===== config.mk =====
export PLATFORM = sky130hd
export DESIGN_NAME = idiv_iterative
export DESIGN_NICKNAME = d
export VERILOG_FILES = /design/src/hdl/idiv_pkg.sv /design/src/hdl/idiv_leading_zeros.sv /design/src/hdl/idiv_datapath.sv /design/src/hdl/idiv_controller.sv /design/src/hdl/idiv_iterative.sv
export VERILOG_INCLUDE_DIRS = /design/src /design/src/include
export SDC_FILE = /design/constraint.sdc
export NUM_CORES = 1
export LEC_CHECK = 0
export BUFFER_PORTS_ARGS = -buffer_cell sky130_fd_sc_hd__buf_2
export CORE_UTILIZATION = 50
export CTS_CLUSTER_SIZE = 12
export DETAILED_ROUTE_END_ITERATION = 8
export PLACE_DENSITY = 0.69
export RECOVER_POWER = 25
export SYNTH_ARGS = -nofsm -noshare
export SYNTH_HDL_FRONTEND = slang
export SYNTH_HIERARCHICAL = 1
export SYNTH_SLANG_ARGS = --single-unit

===== constraint.sdc =====
create_clock -name clk_i -period 7.2 [get_ports clk_i]
set_input_delay 1.08 -clock clk_i [delete_from_list [all_inputs] [get_ports clk_i]]
set_output_delay 1.08 -clock clk_i [all_outputs]
set_load 0.05 [all_outputs]

===== src/include/idiv_defines.svh =====
`ifndef IDIV_DEFINES_SVH
`define IDIV_DEFINES_SVH

// operand width of the divider
`define IDIV_WIDTH    32

// width of an alignment shift count
`define IDIV_SHIFT_W  $clog2(`IDIV_WIDTH)

// internal registers carry one extra sign bit
`define IDIV_EXT_W    (`IDIV_WIDTH + 1)

`endif


===== src/hdl/idiv_pkg.sv =====
`include "idiv_defines.svh"

package idiv_pkg;

  typedef struct packed {
    logic [`IDIV_WIDTH-1:0] dividend;
    logic [`IDIV_WIDTH-1:0] divisor;
    logic                   is_signed;
  } idiv_req_t;

  typedef struct packed {
    logic [`IDIV_WIDTH-1:0] quotient;
    logic [`IDIV_WIDTH-1:0] remainder;
  } idiv_res_t;

  // per-cycle control word from the FSM to the datapath
  typedef struct packed {
    logic [1:0] opa_sel;
    logic       opa_ld;
    logic       opa_inv;
    logic       opa_clr;
    logic [3:0] opb_sel;
    logic       opb_ld;
    logic       opb_inv;
    logic       opb_clr;
    logic [3:0] opc_sel;
    logic       opc_ld;
    logic       latch_req;
    logic       adder_cin;
  } idiv_ctrl_t;

  typedef struct packed {
    logic zero_divisor;
    logic adder_neg;
    logic opa_neg;
    logic opc_neg;
  } idiv_stat_t;

  typedef enum logic [3:0] {
    IDLE,
    NEG_DIVISOR,
    NEG_DIVIDEND,
    ALIGN,
    ITERATE,
    REPAIR,
    NEG_REM,
    NEG_QUO,
    DONE
  } idiv_state_e;

  // one-hot mux selects, bit 3 down to bit 0
  localparam logic [1:0] OPA_SEL_REQ   = 2'b10;
  localparam logic [1:0] OPA_SEL_ADD   = 2'b01;
  localparam logic [3:0] OPB_SEL_ALIGN = 4'b1000;
  localparam logic [3:0] OPB_SEL_OPC   = 4'b0100;
  localparam logic [3:0] OPB_SEL_ADD   = 4'b0010;
  localparam logic [3:0] OPB_SEL_STEP  = 4'b0001;
  localparam logic [3:0] OPC_SEL_ALIGN = 4'b1000;
  localparam logic [3:0] OPC_SEL_REQ   = 4'b0100;
  localparam logic [3:0] OPC_SEL_ADD   = 4'b0010;
  localparam logic [3:0] OPC_SEL_STEP  = 4'b0001;

endpackage


===== src/hdl/idiv_leading_zeros.sv =====
`timescale 1ns/100ps
`include "idiv_defines.svh"

module idiv_leading_zeros (
  input  logic [`IDIV_WIDTH-1:0]   word_i,
  output logic [`IDIV_SHIFT_W-1:0] zeros_o
);

  // ---------------------------------------------------------------------------
  // priority scan from the msb
  // ---------------------------------------------------------------------------

  // an all-zero word falls through to WIDTH-1
  always_comb begin : scan
    logic found;
    found   = 1'b0;
    zeros_o = (`IDIV_SHIFT_W)'(`IDIV_WIDTH - 1);
    for (int i = `IDIV_WIDTH - 1; i >= 0; i--) begin
      if (!found && word_i[i]) begin
        found   = 1'b1;
        zeros_o = (`IDIV_SHIFT_W)'(`IDIV_WIDTH - 1 - i);
      end
    end
  end

endmodule


===== src/hdl/idiv_datapath.sv =====
`timescale 1ns/100ps
`include "idiv_defines.svh"

module idiv_datapath import idiv_pkg::*; (
  input  logic                     clk_i,
  input  logic                     rst_n_i,
  input  idiv_req_t                req_i,
  input  idiv_ctrl_t               ctrl_i,
  output idiv_stat_t               stat_o,
  output logic [`IDIV_SHIFT_W-1:0] shift_cnt_o,
  output idiv_res_t                res_o
);

  // opa holds the divisor, then the remainder
  logic [`IDIV_EXT_W-1:0]   opa_r;
  // opb holds the shifted partial remainder
  logic [`IDIV_EXT_W-1:0]   opb_r;
  // opc holds the dividend bits, quotient bits enter at the lsb
  logic [`IDIV_EXT_W-1:0]   opc_r;
  logic                     signed_r;

  logic [`IDIV_EXT_W-1:0]   divisor_ext;
  logic [`IDIV_EXT_W-1:0]   dividend_ext;
  logic [`IDIV_EXT_W-1:0]   add_in_a;
  logic [`IDIV_EXT_W-1:0]   add_in_b;
  logic [`IDIV_EXT_W-1:0]   add_out;
  logic [`IDIV_EXT_W-1:0]   opb_step;
  logic [`IDIV_EXT_W-1:0]   opc_step;
  logic [`IDIV_EXT_W-1:0]   opb_align;
  logic [`IDIV_EXT_W-1:0]   opc_align;
  logic [`IDIV_SHIFT_W:0]   align_left;
  logic [`IDIV_EXT_W-1:0]   opa_mux;
  logic [`IDIV_EXT_W-1:0]   opb_mux;
  logic [`IDIV_EXT_W-1:0]   opc_mux;
  logic [`IDIV_SHIFT_W-1:0] lz_dividend;
  logic [`IDIV_SHIFT_W-1:0] lz_divisor;

  // and-or mux, data order follows the select bit order
  function automatic logic [`IDIV_EXT_W-1:0] mux4_onehot(
    input logic [3:0]             sel,
    input logic [`IDIV_EXT_W-1:0] d3,
    input logic [`IDIV_EXT_W-1:0] d2,
    input logic [`IDIV_EXT_W-1:0] d1,
    input logic [`IDIV_EXT_W-1:0] d0
  );
    return ({`IDIV_EXT_W{sel[3]}} & d3)
         | ({`IDIV_EXT_W{sel[2]}} & d2)
         | ({`IDIV_EXT_W{sel[1]}} & d1)
         | ({`IDIV_EXT_W{sel[0]}} & d0);
  endfunction

  // sign bit only for signed requests
  assign divisor_ext  = {req_i.is_signed & req_i.divisor[`IDIV_WIDTH-1], req_i.divisor};
  assign dividend_ext = {req_i.is_signed & req_i.dividend[`IDIV_WIDTH-1], req_i.dividend};

  // ---------------------------------------------------------------------------
  // shared adder
  // ---------------------------------------------------------------------------

  // invert and clear give negate, subtract and add from one adder
  assign add_in_a = ctrl_i.opa_clr ? '0 : (opa_r ^ {`IDIV_EXT_W{ctrl_i.opa_inv}});
  assign add_in_b = ctrl_i.opb_clr ? '0 : (opb_r ^ {`IDIV_EXT_W{ctrl_i.opb_inv}});
  assign add_out  = add_in_a + add_in_b + (`IDIV_EXT_W)'(ctrl_i.adder_cin);

  // one non-restoring step
  // next dividend bit into the remainder, inverted sign into the quotient
  assign opb_step = {add_out[`IDIV_WIDTH-1:0], opc_r[`IDIV_WIDTH]};
  assign opc_step = {opc_r[`IDIV_WIDTH-1:0], ~add_out[`IDIV_WIDTH]};

  // ---------------------------------------------------------------------------
  // alignment
  // ---------------------------------------------------------------------------

  idiv_leading_zeros lzc_dividend (
    .word_i  (opc_r[`IDIV_WIDTH-1:0]),
    .zeros_o (lz_dividend)
  );

  idiv_leading_zeros lzc_divisor (
    .word_i  (opa_r[`IDIV_WIDTH-1:0]),
    .zeros_o (lz_divisor)
  );

  // a divisor wider than the dividend needs a single step
  always_comb begin
    if (stat_o.zero_divisor) begin
      shift_cnt_o = (`IDIV_SHIFT_W)'(`IDIV_WIDTH - 1);
    end else if (lz_divisor < lz_dividend) begin
      shift_cnt_o = '0;
    end else begin
      shift_cnt_o = lz_divisor - lz_dividend;
    end
  end

  // known-zero quotient bits are skipped
  // opb gets the first shifted remainder, opc the rest left-aligned
  assign align_left = (`IDIV_SHIFT_W+1)'(`IDIV_EXT_W) - {1'b0, shift_cnt_o};
  assign opb_align  = opc_r >> shift_cnt_o;
  assign opc_align  = opc_r << align_left;

  // ---------------------------------------------------------------------------
  // operand registers
  // ---------------------------------------------------------------------------

  assign opa_mux = ({`IDIV_EXT_W{ctrl_i.opa_sel[1]}} & divisor_ext)
                 | ({`IDIV_EXT_W{ctrl_i.opa_sel[0]}} & add_out);
  assign opb_mux = mux4_onehot(ctrl_i.opb_sel, opb_align, opc_r, add_out, opb_step);
  assign opc_mux = mux4_onehot(ctrl_i.opc_sel, opc_align, dividend_ext, add_out, opc_step);

  always_ff @(posedge clk_i) begin
    if (ctrl_i.opa_ld) begin
      opa_r <= opa_mux;
    end
    if (ctrl_i.opb_ld) begin
      opb_r <= opb_mux;
    end
    if (ctrl_i.opc_ld) begin
      opc_r <= opc_mux;
    end
  end

  always_ff @(posedge clk_i or negedge rst_n_i) begin
    if (!rst_n_i) begin
      signed_r <= 1'b0;
    end else if (ctrl_i.latch_req) begin
      signed_r <= req_i.is_signed;
    end
  end

  assign stat_o.zero_divisor = ~(|opa_r);
  assign stat_o.adder_neg    = add_out[`IDIV_WIDTH];
  assign stat_o.opa_neg      = signed_r & opa_r[`IDIV_WIDTH];
  assign stat_o.opc_neg      = signed_r & opc_r[`IDIV_WIDTH];

  assign res_o.quotient  = opc_r[`IDIV_WIDTH-1:0];
  assign res_o.remainder = opa_r[`IDIV_WIDTH-1:0];

  // FSM select encodings must match the mux order here
  a_opb_sel_onehot : assert property (
    @(posedge clk_i) disable iff (!rst_n_i)
    ctrl_i.opb_ld |-> $onehot(ctrl_i.opb_sel)
  );

  a_opc_sel_onehot : assert property (
    @(posedge clk_i) disable iff (!rst_n_i)
    ctrl_i.opc_ld |-> $onehot(ctrl_i.opc_sel)
  );

endmodule


===== src/hdl/idiv_controller.sv =====
`timescale 1ns/100ps
`include "idiv_defines.svh"

module idiv_controller import idiv_pkg::*; (
  input  logic                     clk_i,
  input  logic                     rst_n_i,
  input  logic                     v_i,
  output logic                     ready_o,
  output logic                     v_o,
  input  logic                     yumi_i,
  input  idiv_stat_t               stat_i,
  input  logic [`IDIV_SHIFT_W-1:0] shift_cnt_i,
  output idiv_ctrl_t               ctrl_o
);

  idiv_state_e              state_r;
  idiv_state_e              state_nxt;
  logic [`IDIV_SHIFT_W-1:0] iter_cnt_r;
  // sign of the last step result, picks add or subtract
  logic                     neg_last_r;
  logic                     quo_neg_r;
  logic                     rem_neg_r;
  logic                     zero_div_r;

  // ---------------------------------------------------------------------------
  // state and step bookkeeping
  // ---------------------------------------------------------------------------

  always_ff @(posedge clk_i or negedge rst_n_i) begin
    if (!rst_n_i) begin
      state_r    <= IDLE;
      iter_cnt_r <= '0;
      neg_last_r <= 1'b0;
      quo_neg_r  <= 1'b0;
      rem_neg_r  <= 1'b0;
      zero_div_r <= 1'b0;
    end else begin
      state_r <= state_nxt;
      case (state_r)
        NEG_DIVISOR: begin
          quo_neg_r <= stat_i.opa_neg;
        end
        NEG_DIVIDEND: begin
          // quotient is negative when exactly one operand is
          quo_neg_r <= quo_neg_r ^ stat_i.opc_neg;
          rem_neg_r <= stat_i.opc_neg;
        end
        ALIGN: begin
          iter_cnt_r <= shift_cnt_i;
          neg_last_r <= 1'b0;
          zero_div_r <= stat_i.zero_divisor;
        end
        ITERATE: begin
          iter_cnt_r <= iter_cnt_r - 1'b1;
          neg_last_r <= stat_i.adder_neg;
        end
        default: begin
        end
      endcase
    end
  end

  // ---------------------------------------------------------------------------
  // next state and control word
  // ---------------------------------------------------------------------------

  always_comb begin
    state_nxt = state_r;
    ctrl_o    = '0;
    ready_o   = 1'b0;
    v_o       = 1'b0;

    case (state_r)
      IDLE: begin
        ready_o = 1'b1;
        if (v_i) begin
          ctrl_o.latch_req = 1'b1;
          ctrl_o.opa_sel   = OPA_SEL_REQ;
          ctrl_o.opa_ld    = 1'b1;
          ctrl_o.opc_sel   = OPC_SEL_REQ;
          ctrl_o.opc_ld    = 1'b1;
          state_nxt        = NEG_DIVISOR;
        end
      end

      // opa = -opa when negative, dividend copied into opb
      NEG_DIVISOR: begin
        ctrl_o.opa_inv   = 1'b1;
        ctrl_o.opb_clr   = 1'b1;
        ctrl_o.adder_cin = 1'b1;
        ctrl_o.opa_sel   = OPA_SEL_ADD;
        ctrl_o.opa_ld    = stat_i.opa_neg;
        ctrl_o.opb_sel   = OPB_SEL_OPC;
        ctrl_o.opb_ld    = 1'b1;
        state_nxt        = NEG_DIVIDEND;
      end

      NEG_DIVIDEND: begin
        ctrl_o.opa_clr   = 1'b1;
        ctrl_o.opb_inv   = 1'b1;
        ctrl_o.adder_cin = 1'b1;
        ctrl_o.opc_sel   = OPC_SEL_ADD;
        ctrl_o.opc_ld    = stat_i.opc_neg;
        state_nxt        = ALIGN;
      end

      ALIGN: begin
        ctrl_o.opb_sel = OPB_SEL_ALIGN;
        ctrl_o.opb_ld  = 1'b1;
        ctrl_o.opc_sel = OPC_SEL_ALIGN;
        ctrl_o.opc_ld  = 1'b1;
        state_nxt      = ITERATE;
      end

      // subtract after a positive result, add after a negative one
      ITERATE: begin
        ctrl_o.opa_inv   = ~neg_last_r;
        ctrl_o.adder_cin = ~neg_last_r;
        ctrl_o.opb_ld    = 1'b1;
        ctrl_o.opc_sel   = OPC_SEL_STEP;
        ctrl_o.opc_ld    = 1'b1;
        if (iter_cnt_r == '0) begin
          // keep the final remainder unshifted
          ctrl_o.opb_sel = OPB_SEL_ADD;
          state_nxt      = REPAIR;
        end else begin
          ctrl_o.opb_sel = OPB_SEL_STEP;
        end
      end

      // remainder moves to opa, plus the divisor if it went negative
      REPAIR: begin
        ctrl_o.opa_clr = ~neg_last_r;
        ctrl_o.opa_sel = OPA_SEL_ADD;
        ctrl_o.opa_ld  = 1'b1;
        ctrl_o.opb_sel = OPB_SEL_OPC;
        ctrl_o.opb_ld  = 1'b1;
        state_nxt      = NEG_REM;
      end

      NEG_REM: begin
        ctrl_o.opa_inv   = 1'b1;
        ctrl_o.opb_clr   = 1'b1;
        ctrl_o.adder_cin = 1'b1;
        ctrl_o.opa_sel   = OPA_SEL_ADD;
        ctrl_o.opa_ld    = rem_neg_r;
        state_nxt        = NEG_QUO;
      end

      // divide by zero keeps the all-ones quotient
      NEG_QUO: begin
        ctrl_o.opa_clr   = 1'b1;
        ctrl_o.opb_inv   = 1'b1;
        ctrl_o.adder_cin = 1'b1;
        ctrl_o.opc_sel   = OPC_SEL_ADD;
        ctrl_o.opc_ld    = quo_neg_r & ~zero_div_r;
        state_nxt        = DONE;
      end

      DONE: begin
        v_o = 1'b1;
        if (yumi_i) begin
          state_nxt = IDLE;
        end
      end

      default: begin
        state_nxt = IDLE;
      end
    endcase
  end

  a_ready_valid_excl : assert property (
    @(posedge clk_i) disable iff (!rst_n_i)
    !(v_o && ready_o)
  );

  // the last step leaves ITERATE before the counter wraps
  a_iter_no_wrap : assert property (
    @(posedge clk_i) disable iff (!rst_n_i)
    (state_r == ITERATE) |=> (state_r != ITERATE) || (iter_cnt_r < $past(iter_cnt_r))
  );

endmodule


===== src/hdl/idiv_iterative.sv =====
`timescale 1ns/100ps
`include "idiv_defines.svh"

module idiv_iterative import idiv_pkg::*; (
  input  logic      clk_i,
  input  logic      rst_n_i,
  input  logic      v_i,
  input  idiv_req_t req_i,
  output logic      ready_o,
  output logic      v_o,
  output idiv_res_t res_o,
  input  logic      yumi_i
);

  idiv_ctrl_t               ctrl;
  idiv_stat_t               stat;
  logic [`IDIV_SHIFT_W-1:0] shift_cnt;

  idiv_controller ctrl0 (
    .clk_i       (clk_i),
    .rst_n_i     (rst_n_i),
    .v_i         (v_i),
    .ready_o     (ready_o),
    .v_o         (v_o),
    .yumi_i      (yumi_i),
    .stat_i      (stat),
    .shift_cnt_i (shift_cnt),
    .ctrl_o      (ctrl)
  );

  idiv_datapath dp0 (
    .clk_i       (clk_i),
    .rst_n_i     (rst_n_i),
    .req_i       (req_i),
    .ctrl_i      (ctrl),
    .stat_o      (stat),
    .shift_cnt_o (shift_cnt),
    .res_o       (res_o)
  );

  // the consumer may only take a result that is offered
  a_yumi_needs_valid : assert property (
    @(posedge clk_i) disable iff (!rst_n_i)
    yumi_i |-> v_o
  );

endmodule


## Word-level counts from Yosys, hierarchy flattened

Cells that the tools add are included.

| word-level totals | value |
|---|---|
| word-level logic and storage cells | 343 |
| input bits | 69 |
| register bits after elaboration | 113 |
| output and inout bits | 66 |

| cells by class | value |
|---|---|
| bitwise logic cells | 29 |
| eq/ne operators | 11 |
| shift operators | 2 |
| add/sub/neg operators | 5 |
| muxes and demuxes | 151 |
| $lt $le $gt $ge | 1 |
| reductions and logical operators | 134 |

Operator list:

| cell | count |
|---|---|
| $mux W5 | 67 |
| $and A33 B33 Y33 | 10 |
| $or A33 B33 Y33 | 7 |
| $mux W1 | 67 |
| $mux W33 | 2 |
| $xor A33 B33 Y33 | 2 |
| $logic_and A1 B1 Y1 | 62 |
| $logic_not A1 Y1 | 62 |
| $pmux W4 S9 | 1 |
| $add A33 B1 Y33 | 1 |
| $add A33 B33 Y33 | 1 |
| $reduce_or A33 Y1 | 1 |
| $shl A33 B6 Y33 | 1 |
| $shr A33 B5 Y33 | 1 |
| $pmux W5 S5 | 1 |
| $eq A4 B3 Y1 const B | 4 |
| $pmux W5 S3 | 1 |
| $mux W4 | 3 |
| $pmux W3 S4 | 1 |
| $pmux W1 S2 | 5 |
| $pmux W5 S2 | 1 |
| $eq A4 B2 Y1 const B | 2 |
| $reduce_or A2 Y1 | 3 |
| $sub A6 B5 Y6 const A | 1 |
| 17 further kinds | 26 |

## Logic depth before layout (Yosys ltp)

| depth | value |
|---|---|
| word-level depth | 103 |
| depth in mapped cells | 22 |

## Cells and area by module

The synthesis kept the hierarchy.

By module, submodules not included:

| module | sequential area each (µm²) | instances | area each (µm²) | cells each |
|---|---|---|---|---|
| idiv_datapath | 2997.9 | 1 | 11314.6 | 1334 |
| idiv_controller | 325.3 | 1 | 962.2 | 105 |
| idiv_leading_zeros | 0.0 | 2 | 349.1 | 53 |

## Worst setup path after synthesis

No wires, ideal clock.

| timing path | value |
|---|---|
| path type | reg-to-reg |
| from | reg dp0.opc_r[30] |
| to | reg dp0.opc_r[28] (data pin) |
| setup slack | 1.569 ns |
| data arrival time | 5.358 ns |
| required time | 6.927 ns |
| stages on the path, launching flop included | 22 |
| clock period less this slack | 5.631 ns |
| path buffers | 5 |
| setup time | 0.273 ns |
| cell sequence | edfxtp_1 or4_4 nand2b_4 nor3_4 a211o_1 and3b_1 inv_1 ha_1 nor2b_1 o31ai_1 buf_2 a21oi_1 a21oi_1 buf_2 clkbuf_1 ha_1 inv_1 clkbuf_1 clkbuf_1 mux2_2 nand2_1 nand4_1 |

| between the ends | value |
|---|---|
| longest elaborated chain between the ends | 101 |
| elaborated cells between the ends (all ways) | 132 |
| those cells by class | add/sub (2); order compare (1); shift (1); mux (63); bitwise (4); reduce/logical (61) |

RTL lines:

| item | RTL line | source |
|---|---|---|
| start: declaration | idiv_datapath.sv:19 | `` logic [`IDIV_EXT_W-1:0] opc_r; `` |
| start signal: assignment | idiv_datapath.sv:118 | `opc_r <= opc_mux;` |
| $logic_and A1 B1 Y1 (*) | idiv_leading_zeros.sv:19 | `if (!found && word_i[i]) begin` |
| $mux W1 | idiv_leading_zeros.sv:19 |  |
| $logic_not A1 Y1 | idiv_leading_zeros.sv:19 |  |
| $logic_and A1 B1 Y1 | idiv_leading_zeros.sv:19 |  |
| $mux W1 | idiv_leading_zeros.sv:19 |  |
| $logic_not A1 Y1 | idiv_leading_zeros.sv:19 |  |
| $logic_and A1 B1 Y1 | idiv_leading_zeros.sv:19 |  |
| $mux W1 | idiv_leading_zeros.sv:19 |  |
| (+84 left out) | -- |  |
| via dp0.lz_dividend[4] | idiv_datapath.sv:35 | `` logic [`IDIV_SHIFT_W-1:0] lz_dividend; `` |
| $sub A5 B5 Y5 / $lt A5 B5 Y1 (equally long branches) | idiv_datapath.sv:91, idiv_datapath.sv:88 |  |
| $mux W5 (*) | idiv_datapath.sv:88 | `end else if (lz_divisor < lz_dividend) begin` |
| $mux W5 (*) | idiv_datapath.sv:86 | `if (stat_o.zero_divisor) begin` |
| $sub A6 B5 Y6 (*) | idiv_datapath.sv:97 | `` assign align_left = (`IDIV_SHIFT_W+1)'(`IDIV_EXT_W) - {1'b0, shift_cnt_o}; `` |
| $shl A33 B6 Y33 (*) | idiv_datapath.sv:99 | `assign opc_align = opc_r << align_left;` |
| $and A33 B33 Y33 (*) | idiv_datapath.sv:46 | `` return ({`IDIV_EXT_W{sel[3]}} & d3) `` |
| $or A33 B33 Y33 (*) (3 in series) | idiv_datapath.sv:46 |  |
| via dp0.opc_mux[28] | idiv_datapath.sv:34 | `` logic [`IDIV_EXT_W-1:0] opc_mux; `` |

The timed path passes the listed nets; every way through them passes the cells marked *.
A chain may end at the register's enable or synchronous reset.

==> impl_results.md <==
* Row count at 58
* Clk slew on worst S/H paths at 70 ps
* Routed len/inst at 31.1 µm
* Finished Layout Cells at 1,909
* Root Buffer: clkbuf_16
* R2R depth at 15
* H-Tree Depth at 4
* IO buf count at 134
* Die height at 163 µm
* Most common cell after layout, fill and taps aside: nor2_1
* Unrepaired setup endpoints after global routing: false
* RR Endpoint: dp0/opc_r[28]
* Tcrit/Tclk final at 87.2%
* 1st-pass router iterations at 9
* Routed via count at 14,000
* Yosys Warn Count at 6
* Fmax at 159 MHz
* Max Cap Viol at 1
* Die area at 0.0266 mm²
* Pin count of the biggest net entering global routing at 47
* WP data arrival at 6420 ps
* Worst EP required at 7340 ps
* Finished Core Util at 55.5%
* R2R setup slack at 920 ps
* WHS Path Cells at 2
* CP Capture Type: flop
* Outcome: finished with violations
* Mapped cell area at 0.0130 mm²
* Die X at 163 µm
* Final net count at 1,675
* Post-CTS sizing at 0
* Initial DRC Count at 2,381
* # setup viols final at 0
* Clock latency on the worst-skew pair at 430 ps
* Fin. Hold Viols at 0
* Via/cell ratio at 7.34
* DPL Wire Length at 43.9 mm
* Max-slew violation count at 34
* Worst-path fanout max at 32
* Startpoint type of the worst setup path: flop
* Worst Hold Path EP: ctrl0/rem_neg_r
* Slew @ Worst Pin at 1990 ps
* Rel. slew slack at -32.4%
* Number of global-route vias before repair at 13,000
* Synth Instances at 1,545
* Reg2reg start: ctrl0/state_r[2]
* Async SR Flop Fraction at 12.4%
* Netlist cell types at 102
* Sum Neg Setup Slack at 0 ps
* Global Route Usage Sum at 44.2%
* Top sig layer: met5
* Min-Delay Path Class: flop to flop
* Met1 WL at 22.4 mm
* Sequential area share after synthesis at 25.6%
* Area Overhead vs Synth at 8.32%
* Commonest non-fill, non-tap cells in the layout: nor2_1 (139), nand2_1 (116), edfxtp_1 (99)
* Synth Register Bits at 113
* Routed WL at 59.4 mm
* CTS Buf Count at 17
* Average cell area after synthesis at 8.40 µm²
* # fillers at 2,436
* Failing checks: design-rule violations, max-capacitance violations, max-slew violations
* Placer Congestion at 1.07
* Placed Cells at 1,876
* Pre-CTS setup slack at 1150 ps
* CTS Hold Bufs at 0
* Core Area at 0.0253 mm²
* First-pass GRT wire length at 85.7 mm
* DRC at 24
* Minimum clock period at 6280 ps
* Metal3 WL at 7.32 mm
* CTS tree: built
* Initial antenna violation count at 5
* Routed length on met2 at 24.7 mm
* Hold Crit Start: ctrl0/rem_neg_r
* Clock Sinks at 113
* Setup CP Type: flop to flop
* IO Pins at 135
* Top_reg_cell synth: edfxtp_1
* Worst-case clock skew at 23.3 ps
* Grt ovf at 0
* Post-CTS setup buffer count at 0
* Fraction of layout cells with a size suffix above 1 at 15.5%
* Detail Route Antenna Nets at 0
* Worst Slack Setup Final at 920 ps
* Longest Clk Path Bufs at 2
* Initial core utilization at 51.2%
* EDFF count, synth at 99
* Syn_nets at 1,655
## critical path: stages (launching register included)
cell	delay, ps
dfrtp_1	730
or4b_1	790
o21ai_4	280
buf_4	490
xnor2_1	190
nor2_1	70
ha_1	380
a21oi_1	320
o21bai_1	140
a211oi_1	590
nand4_1	260
a31oi_1	320
nor2b_1	200
xnor2_1	290
a222oi_1	730
nand4_1	190
## cell families after synthesis
logic type	count (synthesis)	synth area share, %
AOI/OAI and AO/OA	553	31.6
xor gates and xnor gates	102	7.00
muxes	66	5.32
and+or+nand+nor	440	17.0
adders and majority gates	41	4.13
buffers and inverters	230	9.38
DFF	113	25.6
## sequential cells by signal (all words and copies together), names as in the netlist, 4 cells and up
| name | flops |
|---|---|
| dp0/opa_r | 33 |
| dp0/opb_r | 33 |
| dp0/opc_r | 33 |
| ctrl0/iter_cnt_r | 5 |
| ctrl0/state_r | 4 |
## layer usage
| layer | vias up | track usage [%] |
|---|---|---|
| li1 | 5990 | - |
| met5 | - | 0 |
| met1 | 6685 | 55.5 |
| met2 | 1043 | 65.2 |
| met3 | 294 | 12.7 |
| met4 | 4 | 30.8 |
## through the flow
step	hold WS (ps)	area [µm²]
finish	500	14100
global route	518	14100
CTS	502	14100
detailed placement	485	13500
global placement	477	13500
floorplan	457	13000
## synthesized netlist by cell type (all sizes together), types with 28 or more instances
| cell | instances | area, µm² |
|---|---|---|
| buf | 95 | 682 |
| o21ai | 108 | 548 |
| a21oi | 73 | 369 |
| nand3 | 41 | 205 |
| clkbuf | 91 | 344 |
| a31oi | 28 | 190 |
| nor2 | 148 | 578 |
| ha | 38 | 475 |
| xnor2 | 89 | 795 |
| mux2i | 51 | 510 |
| edfxtp | 99 | 2970 |
| a22o | 44 | 385 |
| a21o | 29 | 218 |
| o211ai | 29 | 218 |
| inv | 41 | 154 |
| a222oi | 45 | 450 |
| nand2 | 117 | 442 |
## cell type report
| cell class | instances | area (µm²) | share of cell area, % |
|---|---|---|---|
| clock buffers | 17 | 425 | 3.03 |
| diodes | 1 | 2.50 | 0.0178 |
| repair buffers | 187 | 1010 | 7.16 |
| flip-flops and latches | 113 | 3320 | 23.6 |
| clock inverters | 15 | 181 | 1.29 |
| multi-input cells | 1202 | 8510 | 60.6 |
| well taps | 330 | 413 | 2.94 |
| inverters | 44 | 191 | 1.36 |
## worst max path at each step
stage / depth (start not counted) / slack (ps) / from / end
final: 15 / 920 / ctrl0/state_r[2] / dp0/opc_r[28]
after global routing: 18 / 820 / dp0/opa_r[30] / dp0/opc_r[26]
after CTS: 17 / 1130 / dp0/opa_r[23] / dp0/opc_r[26]
after detailed placement: 17 / 1150 / dp0/opa_r[23] / dp0/opc_r[26]
after global placement: 16 / 1260 / dp0/opc_r[22] / dp0/opc_r[26]
after floorplan: 21 / 1570 / dp0/opc_r[30] / dp0/opc_r[28]
Power is left out: the tool's default activity adds up to more than one toggle a clock period on the data nets, which glitch-free logic cannot reach.
